--- src/common/rv_isa_pkg.sv ---
`default_nettype none

package rv_isa_pkg;

    // major opcodes
    localparam logic [6:0] op_lui    = 7'b0110111;
    localparam logic [6:0] op_auipc  = 7'b0010111;
    localparam logic [6:0] op_jal    = 7'b1101111;
    localparam logic [6:0] op_jalr   = 7'b1100111;
    localparam logic [6:0] op_branch = 7'b1100011;
    localparam logic [6:0] op_load   = 7'b0000011;
    localparam logic [6:0] op_store  = 7'b0100011;
    localparam logic [6:0] op_imm    = 7'b0010011;
    localparam logic [6:0] op_r_type = 7'b0110011;

    localparam logic [2:0] f3_lb  = 3'b000;
    localparam logic [2:0] f3_lh  = 3'b001;
    localparam logic [2:0] f3_lw  = 3'b010;
    localparam logic [2:0] f3_lbu = 3'b100;
    localparam logic [2:0] f3_lhu = 3'b101;

    localparam logic [2:0] f3_sb = 3'b000;
    localparam logic [2:0] f3_sh = 3'b001;
    localparam logic [2:0] f3_sw = 3'b010;

    localparam logic [2:0] f3_beq  = 3'b000;
    localparam logic [2:0] f3_bne  = 3'b001;
    localparam logic [2:0] f3_blt  = 3'b100;
    localparam logic [2:0] f3_bge  = 3'b101;
    localparam logic [2:0] f3_bltu = 3'b110;
    localparam logic [2:0] f3_bgeu = 3'b111;

    // shared by op-imm and R-type
    localparam logic [2:0] f3_add_sub = 3'b000;
    localparam logic [2:0] f3_sll     = 3'b001;
    localparam logic [2:0] f3_slt     = 3'b010;
    localparam logic [2:0] f3_sltu    = 3'b011;
    localparam logic [2:0] f3_xor     = 3'b100;
    localparam logic [2:0] f3_srl_sra = 3'b101; // bit 30 picks sra
    localparam logic [2:0] f3_or      = 3'b110;
    localparam logic [2:0] f3_and     = 3'b111;

    typedef struct packed {
        logic [6:0] funct7;
        logic [4:0] rs2;
        logic [4:0] rs1;
        logic [2:0] funct3;
        logic [4:0] rd;
        logic [6:0] opcode;
    } r_fmt_t;

    typedef struct packed {
        logic [11:0] imm_11_0;
        logic [4:0]  rs1;
        logic [2:0]  funct3;
        logic [4:0]  rd;
        logic [6:0]  opcode;
    } i_fmt_t;

    typedef struct packed {
        logic [6:0] imm_11_5;
        logic [4:0] rs2;
        logic [4:0] rs1;
        logic [2:0] funct3;
        logic [4:0] imm_4_0;
        logic [6:0] opcode;
    } s_fmt_t;

    typedef struct packed {
        logic       imm_12;
        logic [5:0] imm_10_5;
        logic [4:0] rs2;
        logic [4:0] rs1;
        logic [2:0] funct3;
        logic [3:0] imm_4_1;
        logic       imm_11;
        logic [6:0] opcode;
    } b_fmt_t;

    typedef struct packed {
        logic [19:0] imm_31_12;
        logic [4:0]  rd;
        logic [6:0]  opcode;
    } u_fmt_t;

    typedef struct packed {
        logic       imm_20;
        logic [9:0] imm_10_1;
        logic       imm_11;
        logic [7:0] imm_19_12;
        logic [4:0] rd;
        logic [6:0] opcode;
    } j_fmt_t;

    typedef union packed {
        r_fmt_t      r;
        i_fmt_t      i;
        s_fmt_t      s;
        b_fmt_t      b;
        u_fmt_t      u;
        j_fmt_t      j;
        logic [31:0] raw;
    } rv_inst_t;

endpackage

`default_nettype wire

--- src/common/id_ctrl_pkg.sv ---
`default_nettype none

package id_ctrl_pkg;

    typedef enum logic [3:0] {
        alu_add = 4'd0, // also the bubble value
        alu_sub = 4'd1,
        alu_and = 4'd2,
        alu_or  = 4'd3,
        alu_xor = 4'd4,
        alu_slt = 4'd5,
        alu_sll = 4'd6,
        alu_srl = 4'd7,
        alu_sra = 4'd8,
        alu_beq = 4'd9,
        alu_bne = 4'd10,
        alu_bge = 4'd11,
        alu_blt = 4'd12,
        alu_lui = 4'd13
    } alu_op_t;

    typedef enum logic [1:0] {
        size_byte = 2'd0,
        size_half = 2'd1,
        size_word = 2'd2
    } mem_size_t;

    typedef enum logic [1:0] {
        wb_pc4 = 2'd0,
        wb_mem = 2'd1,
        wb_alu = 2'd2
    } wb_sel_t;

    typedef enum logic [1:0] {
        jmp_none = 2'b00,
        jmp_jump = 2'b10
    } jump_t;

    typedef struct packed {
        logic      mem_read;
        logic      mem_write;
        logic      reg_write;
        logic      alu_src_a;  // 0 pc, 1 rs1
        logic      alu_src_b;  // 0 rs2, 1 imm
        wb_sel_t   mem_to_reg;
        jump_t     jump;
        alu_op_t   alu_op;
        mem_size_t inst_size;
        logic      is_signed;
    } id_ctrl_t;

    typedef struct packed {
        logic        we;
        logic [4:0]  rd;
        logic [31:0] data;
    } wb_req_t;

    typedef struct packed {
        logic        valid;
        id_ctrl_t    ctrl;
        logic [31:0] pc;
        logic [31:0] rs1_data;
        logic [31:0] rs2_data;
        logic [31:0] imm;
        logic [4:0]  rd;
    } id_ex_t;

endpackage

`default_nettype wire

--- src/id_control/id_control.sv ---
`timescale 1ns/100ps
`default_nettype none

module id_control (
    input  rv_isa_pkg::rv_inst_t  inst,
    output id_ctrl_pkg::id_ctrl_t ctrl
);
    import rv_isa_pkg::*;
    import id_ctrl_pkg::*;

    wire [6:0] opcode = inst.r.opcode;
    wire [2:0] funct3 = inst.r.funct3;
    wire       bit30  = inst.r.funct7[5];

    wire lui   = (opcode == op_lui);
    wire auipc = (opcode == op_auipc);
    wire jal   = (opcode == op_jal);
    wire jalr  = (opcode == op_jalr);

    wire lb  = (opcode == op_load) && (funct3 == f3_lb);
    wire lh  = (opcode == op_load) && (funct3 == f3_lh);
    wire lw  = (opcode == op_load) && (funct3 == f3_lw);
    wire lbu = (opcode == op_load) && (funct3 == f3_lbu);
    wire lhu = (opcode == op_load) && (funct3 == f3_lhu);

    wire sb = (opcode == op_store) && (funct3 == f3_sb);
    wire sh = (opcode == op_store) && (funct3 == f3_sh);
    wire sw = (opcode == op_store) && (funct3 == f3_sw);

    wire beq  = (opcode == op_branch) && (funct3 == f3_beq);
    wire bne  = (opcode == op_branch) && (funct3 == f3_bne);
    wire blt  = (opcode == op_branch) && (funct3 == f3_blt);
    wire bge  = (opcode == op_branch) && (funct3 == f3_bge);
    wire bltu = (opcode == op_branch) && (funct3 == f3_bltu);
    wire bgeu = (opcode == op_branch) && (funct3 == f3_bgeu);

    wire addi  = (opcode == op_imm) && (funct3 == f3_add_sub);
    wire slti  = (opcode == op_imm) && (funct3 == f3_slt);
    wire sltiu = (opcode == op_imm) && (funct3 == f3_sltu);
    wire xori  = (opcode == op_imm) && (funct3 == f3_xor);
    wire ori   = (opcode == op_imm) && (funct3 == f3_or);
    wire andi  = (opcode == op_imm) && (funct3 == f3_and);
    wire slli  = (opcode == op_imm) && (funct3 == f3_sll);
    wire srli  = (opcode == op_imm) && (funct3 == f3_srl_sra) && !bit30;
    wire srai  = (opcode == op_imm) && (funct3 == f3_srl_sra) && bit30;

    wire add   = (opcode == op_r_type) && (funct3 == f3_add_sub) && !bit30;
    wire sub   = (opcode == op_r_type) && (funct3 == f3_add_sub) && bit30;
    wire slt   = (opcode == op_r_type) && (funct3 == f3_slt);
    wire sltu  = (opcode == op_r_type) && (funct3 == f3_sltu);
    wire xor_r = (opcode == op_r_type) && (funct3 == f3_xor);
    wire or_r  = (opcode == op_r_type) && (funct3 == f3_or);
    wire and_r = (opcode == op_r_type) && (funct3 == f3_and);
    wire sll   = (opcode == op_r_type) && (funct3 == f3_sll);
    wire srl   = (opcode == op_r_type) && (funct3 == f3_srl_sra) && !bit30;
    wire sra   = (opcode == op_r_type) && (funct3 == f3_srl_sra) && bit30;

    wire load   = lb || lh || lw || lbu || lhu;
    wire store  = sb || sh || sw;
    wire branch = beq || bne || blt || bge || bltu || bgeu;
    wire op_i   = addi || slti || sltiu || xori || ori || andi || slli || srli || srai;
    wire op_r   = add || sub || slt || sltu || xor_r || or_r || and_r || sll || srl || sra;
    wire known  = load || store || branch || op_i || op_r || lui || auipc || jal || jalr;

    always_comb begin
        ctrl = '0; // bubble unless matched
        if (load) begin
            ctrl.mem_read   = 1'b1;
            ctrl.reg_write  = 1'b1;
            ctrl.alu_src_a  = 1'b1;
            ctrl.alu_src_b  = 1'b1;
            ctrl.mem_to_reg = wb_mem;
        end else if (store) begin
            ctrl.mem_write = 1'b1;
            ctrl.alu_src_a = 1'b1;
            ctrl.alu_src_b = 1'b1;
        end else if (branch) begin
            ctrl.alu_src_a = 1'b1; // rs1 vs rs2
        end else if (lui || auipc) begin
            ctrl.reg_write  = 1'b1;
            ctrl.alu_src_b  = 1'b1; // auipc keeps pc on a
            ctrl.mem_to_reg = wb_alu;
        end else if (jal || jalr) begin
            ctrl.reg_write  = 1'b1;
            ctrl.alu_src_a  = jalr;
            ctrl.alu_src_b  = 1'b1;
            ctrl.mem_to_reg = wb_pc4;
            ctrl.jump       = jmp_jump;
        end else if (op_i || op_r) begin
            ctrl.reg_write  = 1'b1;
            ctrl.alu_src_a  = 1'b1;
            ctrl.alu_src_b  = op_i;
            ctrl.mem_to_reg = wb_alu;
        end

        if (sub)                                   ctrl.alu_op = alu_sub;
        else if (andi || and_r)                    ctrl.alu_op = alu_and;
        else if (ori || or_r)                      ctrl.alu_op = alu_or;
        else if (xori || xor_r)                    ctrl.alu_op = alu_xor;
        else if (slti || sltiu || slt || sltu)     ctrl.alu_op = alu_slt;
        else if (slli || sll)                      ctrl.alu_op = alu_sll;
        else if (srli || srl)                      ctrl.alu_op = alu_srl;
        else if (srai || sra)                      ctrl.alu_op = alu_sra;
        else if (beq)                              ctrl.alu_op = alu_beq;
        else if (bne)                              ctrl.alu_op = alu_bne;
        else if (bge || bgeu)                      ctrl.alu_op = alu_bge;
        else if (blt || bltu)                      ctrl.alu_op = alu_blt;
        else if (lui)                              ctrl.alu_op = alu_lui;
        else                                       ctrl.alu_op = alu_add; // addr, pc, add

        if (known) begin
            if (lb || lbu || sb)      ctrl.inst_size = size_byte;
            else if (lh || lhu || sh) ctrl.inst_size = size_half;
            else                      ctrl.inst_size = size_word;
            ctrl.is_signed = !(lbu || lhu || sltu || sltiu || bltu || bgeu);
        end
    end

endmodule

`default_nettype wire

--- src/rtl/id_imm_gen.sv ---
`timescale 1ns/100ps
`default_nettype none

module id_imm_gen (
    input  rv_isa_pkg::rv_inst_t inst,
    output logic [31:0]          imm
);
    import rv_isa_pkg::*;

    logic sign; // bit 31 in every format

    assign sign = inst.raw[31];

    always_comb begin
        imm = 32'd0; // R-type and unknown
        case (inst.i.opcode)
            op_load, op_jalr: begin
                imm = {{20{sign}}, inst.i.imm_11_0};
            end
            op_imm: begin
                if (inst.i.funct3 == f3_sll || inst.i.funct3 == f3_srl_sra) begin
                    imm = {27'd0, inst.r.rs2}; // shamt
                end else begin
                    imm = {{20{sign}}, inst.i.imm_11_0};
                end
            end
            op_store: begin
                imm = {{20{sign}}, inst.s.imm_11_5, inst.s.imm_4_0};
            end
            op_branch: begin
                imm = {{19{sign}}, inst.b.imm_12, inst.b.imm_11,
                       inst.b.imm_10_5, inst.b.imm_4_1, 1'b0};
            end
            op_lui, op_auipc: begin
                imm = {inst.u.imm_31_12, 12'd0};
            end
            op_jal: begin
                imm = {{11{sign}}, inst.j.imm_20, inst.j.imm_19_12,
                       inst.j.imm_11, inst.j.imm_10_1, 1'b0};
            end
            default: begin
                imm = 32'd0;
            end
        endcase
    end

endmodule

`default_nettype wire

--- src/rtl/id_reg_file.sv ---
`timescale 1ns/100ps
`default_nettype none

module id_reg_file (
    input  logic                 clk,
    input  logic                 reset,
    input  logic [4:0]           rs1,
    input  logic [4:0]           rs2,
    input  id_ctrl_pkg::wb_req_t wb,
    output logic [31:0]          rs1_data,
    output logic [31:0]          rs2_data
);
    logic [31:0] regs [1:31]; // x0 has no storage

    // same-cycle write is forwarded to the read
    function automatic logic [31:0] read_port(input logic [4:0] addr);
        logic [31:0] data;
        if (addr == 5'd0) begin
            data = 32'd0;
        end else if (wb.we && wb.rd == addr) begin
            data = wb.data;
        end else begin
            data = regs[addr];
        end
        return data;
    endfunction

    always_ff @(posedge clk) begin
        if (!reset) begin
            for (int i = 1; i < 32; i++) begin
                regs[i] <= 32'd0;
            end
        end else if (wb.we && wb.rd != 5'd0) begin
            regs[wb.rd] <= wb.data;
        end
    end

    always_comb begin
        rs1_data = read_port(rs1);
        rs2_data = read_port(rs2);
    end

endmodule

`default_nettype wire

--- src/rtl/id_ex_reg.sv ---
`timescale 1ns/100ps
`default_nettype none

module id_ex_reg (
    input  logic                  clk,
    input  logic                  reset,
    input  logic                  stall,
    input  logic                  flush,
    input  logic                  inst_valid,
    input  id_ctrl_pkg::id_ctrl_t ctrl,
    input  logic [31:0]           pc,
    input  logic [31:0]           rs1_data,
    input  logic [31:0]           rs2_data,
    input  logic [31:0]           imm,
    input  logic [4:0]            rd,
    output id_ctrl_pkg::id_ex_t   id_ex
);
    import id_ctrl_pkg::*;

    id_ex_t next_entry;

    always_comb begin
        next_entry = '0; // bubble
        if (flush) begin
            next_entry = '0; // wins over stall
        end else if (stall) begin
            next_entry = id_ex;
        end else if (inst_valid) begin
            next_entry.valid    = 1'b1;
            next_entry.ctrl     = ctrl;
            next_entry.pc       = pc;
            next_entry.rs1_data = rs1_data;
            next_entry.rs2_data = rs2_data;
            next_entry.imm      = imm;
            next_entry.rd       = rd;
        end
    end

    always_ff @(posedge clk) begin
        if (!reset) begin
            id_ex <= '0;
        end else begin
            id_ex <= next_entry;
        end
    end

endmodule

`default_nettype wire

--- src/rtl/id_stage.sv ---
`timescale 1ns/100ps
`default_nettype none

module id_stage (
    input  logic                 clk,
    input  logic                 reset,
    input  rv_isa_pkg::rv_inst_t inst,
    input  logic [31:0]          pc,
    input  logic                 inst_valid,
    input  logic                 stall,
    input  logic                 flush,
    input  id_ctrl_pkg::wb_req_t wb,
    output id_ctrl_pkg::id_ex_t  id_ex
);
    import id_ctrl_pkg::*;

    id_ctrl_t    ctrl;
    logic [31:0] imm;
    logic [31:0] rs1_data;
    logic [31:0] rs2_data;

    id_control u_control (
        .inst (inst),
        .ctrl (ctrl)
    );

    id_imm_gen u_imm_gen (
        .inst (inst),
        .imm  (imm)
    );

    id_reg_file u_reg_file (
        .clk      (clk),
        .reset    (reset),
        .rs1      (inst.r.rs1),
        .rs2      (inst.r.rs2),
        .wb       (wb),
        .rs1_data (rs1_data),
        .rs2_data (rs2_data)
    );

    id_ex_reg u_id_ex_reg (
        .clk        (clk),
        .reset      (reset),
        .stall      (stall),
        .flush      (flush),
        .inst_valid (inst_valid),
        .ctrl       (ctrl),
        .pc         (pc),
        .rs1_data   (rs1_data),
        .rs2_data   (rs2_data),
        .imm        (imm),
        .rd         (inst.r.rd),
        .id_ex      (id_ex)
    );

endmodule

`default_nettype wire

--- config.mk ---
export PLATFORM = sky130hd
export DESIGN_NAME = id_stage
export DESIGN_NICKNAME = d
export VERILOG_FILES = /design/src/common/rv_isa_pkg.sv /design/src/common/id_ctrl_pkg.sv /design/src/id_control/id_control.sv /design/src/rtl/id_imm_gen.sv /design/src/rtl/id_reg_file.sv /design/src/rtl/id_ex_reg.sv /design/src/rtl/id_stage.sv
export SDC_FILE = /design/constraint.sdc
export NUM_CORES = 2
export LEC_CHECK = 0
export BUFFER_PORTS_ARGS = -buffer_cell sky130_fd_sc_hd__buf_2
export CAP_MARGIN = 20
export CORE_MARGIN = 4
export CORE_UTILIZATION = 56
export DETAILED_ROUTE_END_ITERATION = 12
export PLACE_DENSITY = 0.76
export SYNTH_ARGS = -nofsm -noshare
export SYNTH_HDL_FRONTEND = slang
export SYNTH_SLANG_ARGS = --single-unit
--- constraint.sdc ---
create_clock -name clk -period 4.6 [get_ports clk]
set_input_delay 0.92 -clock clk [delete_from_list [all_inputs] [get_ports clk]]
set_output_delay 0.92 -clock clk [all_outputs]
set_load 0.01 [all_outputs]
# After elaboration in Yosys (flattened, before gate mapping)
# Memory sizes are Yosys's and may differ from the RTL's.
# Index checks and enable logic that the tools add are counted.
[word_totals] ff_bits=150 inputBits=107 latch_bits=0 ramBits=992 out_inout_bits=150 word_cells=193 mem_bits_ro=0 n_memories=1
[classes] multipliers=0 n_lt_le_gt_ge=0 bitwise_logic=1 addsub=0 shifts=0 eq_ne=18 reduce_logical=109 mux=48 div_mod_pow=0
[memory_table] name="u_reg_file.regs" depth=31 word_bits=32 rd=2 rd_ports_with_merged_regs=0 wr=31 line="id_reg_file.sv:13" text="logic [31:0] regs [1:31];"
[op_table] op="$mux 32" n=6
[op_table] op="$pmux 32 s6" n=1
[op_table] op="$mux 150" n=1
[op_table] op="$logic_or 1x1->1" n=60
[op_table] op="$mux 4" n=14
[op_table] op="$logic_and 1x1->1" n=39
[op_table] op="$reduce_or 32->1" n=1
[op_table] op="$mux 5" n=5
[op_table] op="$eq 7x6->1 const B" n=3
[op_table] op="$eq 7x7->1 const B" n=3
[op_table] op="$eq 7x5->1 const B" n=2
[op_table] op="$mux 1" n=13
[op_table] op="$eq 3x3->1 const B" n=4
[op_table] op="$mux 2" n=6
[op_table] op="$eq 5x5->1" n=2
[op_table] op="$logic_not 5->1" n=2
[op_table] op="$eq 7x2->1 const B" n=1
[op_table] op="$eq 3x2->1 const B" n=2
[op_table] op="$mux 3" n=2
[op_table] op="$reduce_or 2->1" n=3
[op_table] op="$reduce_bool 5->1" n=1
[op_table] op="$eq 3x1->1 const B" n=1
[op_table] op="$logic_not 3->1" n=1
[op_table] op="$logic_not 1->1" n=2
[op_table] op="$not 1->1" n=1

# Longest topological paths before layout
[logic_depth] word_depth=20 depth_mapped=10 depth_no_buf=6

# Hierarchy
# A second synthesis with hierarchy kept.
[hier_totals] cells_unflattened=4692 area_unflattened_um2=62655.1
[by_module_without_submodules] mod="id_reg_file" area_each_um2=55360.6 instances=1 seq_area_each_um2=30749.5 cells_each=3894
[by_module_without_submodules] mod="id_ex_reg" area_each_um2=6351.1 instances=1 seq_area_each_um2=3002.9 cells_each=667
[by_module_without_submodules] mod="id_imm_gen" area_each_um2=474.2 instances=1 seq_area_each_um2=0.0 cells_each=64
[by_module_without_submodules] mod="id_control" area_each_um2=469.2 instances=1 seq_area_each_um2=0.0 cells_each=67

# Worst setup path after synthesis
# OpenSTA, ideal clock, no wires.
[synth_timing] path_kind="in2reg" startpoint="input port wb[36] in the netlist's numbering" endpoint="memory u_reg_file.regs[20][0], enable pin" setup_time_ps=466 arrival_ps=4147 stages=6 required_ps=4134 slack_ps=-13 n_path_buf=3 cell_sequence="clkbuf_1 or3_1 clkbuf_1 nand2_1 clkbuf_1 o21ai_0"
[synth_lines] item="start, declared" line="id_stage.sv:12" text="input id_ctrl_pkg::wb_req_t wb,"
[synth_lines] item="end, declared" line="id_reg_file.sv:13"

==> results <==
- The final layout contains routed wiring with a total length of 200400 µm.
- The die extent in x is 335.5 µm.
- The floorplan step defined a die boundary enclosing 112600 µm².
- The first-pass GRT wire length is 285900 µm.
- The die is 335.5 µm tall.
- The final layout contains 4373 nets.
- The leakage component of the power is 24.40 nW.
- The startpoint of the tightest hold check path is inst[29].
- In this run the worst hold path is classified as in2reg.
- The starting utilization of the core area is 56.75%.
- The number of cells produced by synthesis is 4116.
- On the final layout, the worst clock skew is 0.02420 ns.
- The insertion delay to the later sink of the worst-skew pair is 0.74 ns.
- For this block, the initial DRC count from the detailed router was 6381.
- Of the cells placed in the final design, the portion with a size suffix greater than 1 is 28.40%.
- The flow ran to the end, and the final reports show no timing, DRC or antenna violations.
- In this run the worst setup path begins at reset.
- The routed layout has 40840 vias.
- The hold path depth is 2.
- The most used flip-flop cell after synthesis is edfxtp_1.
- The core region is 105900 µm².
- The Yosys step of the flow raised 0 warnings.
- VDD sags by at most 0.3336 mV.
- The register with the most flip-flops in the layout has 1024 of them.
- Compared with the post-synthesis result, the final layout area differs by 13.23%.
- For the finished layout, the period the worst path requires is 3.020 ns.
- The number of cells upsized or downsized after cts is 0.
- In this run the clock root is driven by a clkbuf_16.
- The relative slew slack is 21.28%.
- The max capacitance violation total is 0.
- The total DRC errors in the routed layout is 0.
- The congestion estimate from routability-driven global placement came to 0.9490.
- Setup repair after global routing left no endpoint under its margin.
- After floorplanning, the core was divided into 119 placement rows.
- The worst register-to-register path has a depth of 4.
- Entering global routing, the biggest net connects 69 pins.
- In this run the worst path has a maximum fanout of 33.
- The number of antenna violations at the first check in global routing is 23.
- Timing would allow up to 0.3312 GHz.
- The worst flop-to-flop path startpoint is u_reg_file.regs[23][3].
- The number of post-CTS setup repair buffers is 0.
- The number of levels the H-tree was split into is 3.
- The synthesized area divided by synthesized cell count is 14.60 µm².
- Setup violations remaining at the end of the flow were counted as 0.
- The proportion of register bits with asynchronous set or reset after synthesis is 0%.
- The ratio of routed vias to standard cells is 7.063.
- The kind of capture point of the worst setup path is a flop.
- The part of the Yosys area used for sequential elements is 56.11%.
- Global routing used 35.53% of the available tracks across all layers.
- The critical path data arrival time is 3.46 ns.
- Counting distinct cell types in the post-synthesis netlist gives 63.
- The total overflow left after global routing is 0.
- The total non-filler cell area in the finished layout is 68030 µm².
- The half-perimeter wire length of the detailed placement result is 126800 µm.
- The nature of the critical path startpoint is an input port.
- Clock tree synthesis found a total of 1172 sinks.
- Pin placement for this block handled 257 I/O pins.
- The design draws 25.09 mW.
- The clock edge transition at the registers on the reported setup and hold paths is 0.06 ns.
- The maximum buffer depth of the clock tree is 3.
- The total of buffers placed on input and output ports is 255.
- After filler insertion, the fill cell instance count of the layout stands at 7435.
- The number of flops mapped to enable cells by yosys is 1024.
- The first-pass detailed-route iteration total is 10.
- The average routed wire per standard cell is 34.67 µm.
- The number of clock buffers added by TritonCTS is 121.
- The worst endpoint required time is 5.04 ns.
- The residual antenna-violating net count after detailed routing is 0.
- The count of pins over their slew limit is 0.
- The share of the clock period used by the worst path is 65.64%.
- For the pin with the worst max-slew slack, the measured transition is 1.181 ns.
- In this run, synthesis produced a sequential element count of 1172.
- The number of global-route vias before repair is 40360.
- After detailed placement, the total cell area comes to 63930 µm².
- Summed over all failing endpoints, the final setup total negative slack is 0 ns.
- The final count of hold timing violations is 0.
- The power density over the cells is 368.8 nW/µm².
- The total standard cell area after synthesis is 60080 µm².
- Hold repair after CTS inserted 0 buffers.
- TritonCTS built the clock tree.
- The critical path is of the in2reg type.
## cells by family (layout without fill, tap and decap cells)
logic type | count (synthesis) | after routing | synth area share (%)
other | 1 | 51 | 0.006242
flip-flops | 1172 | 1172 | 56.11
AO/OA/AOI/OAI | 491 | 491 | 5.810
AND/OR/NAND/NOR | 1293 | 1293 | 12.57
multiplexers | 714 | 714 | 22.29
buffers and inverters | 435 | 660 | 3.066
XOR/XNOR | 10 | 10 | 0.1458
## cells in the final DEF (no fill, tap or decap), drive strengths merged, types with 6 or more instances in the layout
cell type,instances
nand3,11
a21o,35
nand3b,7
buf,423
diode,18
bufinv,7
xor2,8
dfxtp,148
nor3,6
edfxtp,1024
o21ai,63
nor2b,6
a211oi,19
a211o,28
o22ai,58
clkbuf,165
a22oi,89
conb,33
o31ai,33
mux2,50
mux4,494
mux2i,170
a21oi,64
nand2b,11
clkinv,51
nor2,127
inv,10
and2,994
o221ai,34
nand2,104
a22o,18
a222oi,27
## per-layer routing
| metal | share of wire (%) | track usage, % | vias to the layer above |
|---|---|---|---|
| met5 | 0.057 | 0 | - |
| met4 | 6.4 | 19.07 | 16 |
| met3 | 15 | 12.56 | 708 |
| met2 | 45 | 53.77 | 3444 |
| met1 | 33 | 45.38 | 20510 |
| li1 | - | - | 16160 |
## worst paths after layout
check	slack, ns	to
worst max-delay path	1.58	u_reg_file.regs[5][10]
worst min-delay path	0.42	u_id_ex_reg.id_ex[14]
worst max register to register	2.55	u_id_ex_reg.id_ex[40]
worst min register to register	0.45	u_id_ex_reg.id_ex[35]
## through the flow
stage	cells	hold WS (ns)	util (%)	setup WS, ns
after global routing	5770	0.4135	64.23	1.542
final	5782	0.4177	64.26	1.580
after global placement	5530	0.4299	60.33	0.9847
after detailed placement	5532	0.4376	60.38	0.8644
after floorplan	4148	0.4818	-	-0.01279
after CTS	5762	0.3957	64.17	1.629
## Yosys cell counts (all sizes together), types with 7 or more instances
cell	number	share of area, %
mux4	494	19
xor2	8	0.12
a22o	18	0.26
nand2b	11	0.11
mux2	50	0.94
nand2	104	0.65
a222oi	27	0.45
buf	106	1.0
clkbuf	323	2.0
o31ai	33	0.41
a21o	35	0.44
a211o	28	0.41
o22ai	58	0.60
nand3	11	0.092
edfxtp	1024	51
dfxtp	148	4.9
nor2	127	0.80
a211oi	19	0.24
mux2i	170	2.8
and2	994	10
o221ai	34	0.50
nand3b	7	0.087
a22oi	89	1.1
o21ai	63	0.52
a21oi	64	0.53
## power breakdown
part / switching [mW] / internal, mW / leakage (nW)
logic: 1.59 / 1.20 / 11.5
registers: 0.308 / 12.1 / 10.9
clock network: 4.28 / 5.63 / 1.98
## cell type report
type,instances,area [µm²],share of cell area [%]
clock buffers,164,3447,5.067
repair buffers,424,3216,4.727
clock inverters,66,556.8,0.8185
well taps,1391,1740,2.558
multi-input cells,2541,25280,37.17
diodes,18,45.04,0.06621
inverters,6,27.53,0.04046
flip-flops and latches,1172,33710,49.56
## worst max-delay path, stage by stage
cell	delay, ns
buf_4	0.20
buf_4	0.73
nand4b_1	0.18
buf_4	0.32
o21ai_4	0.75
buf_4	0.34
(Power assumes the default switching activity.)
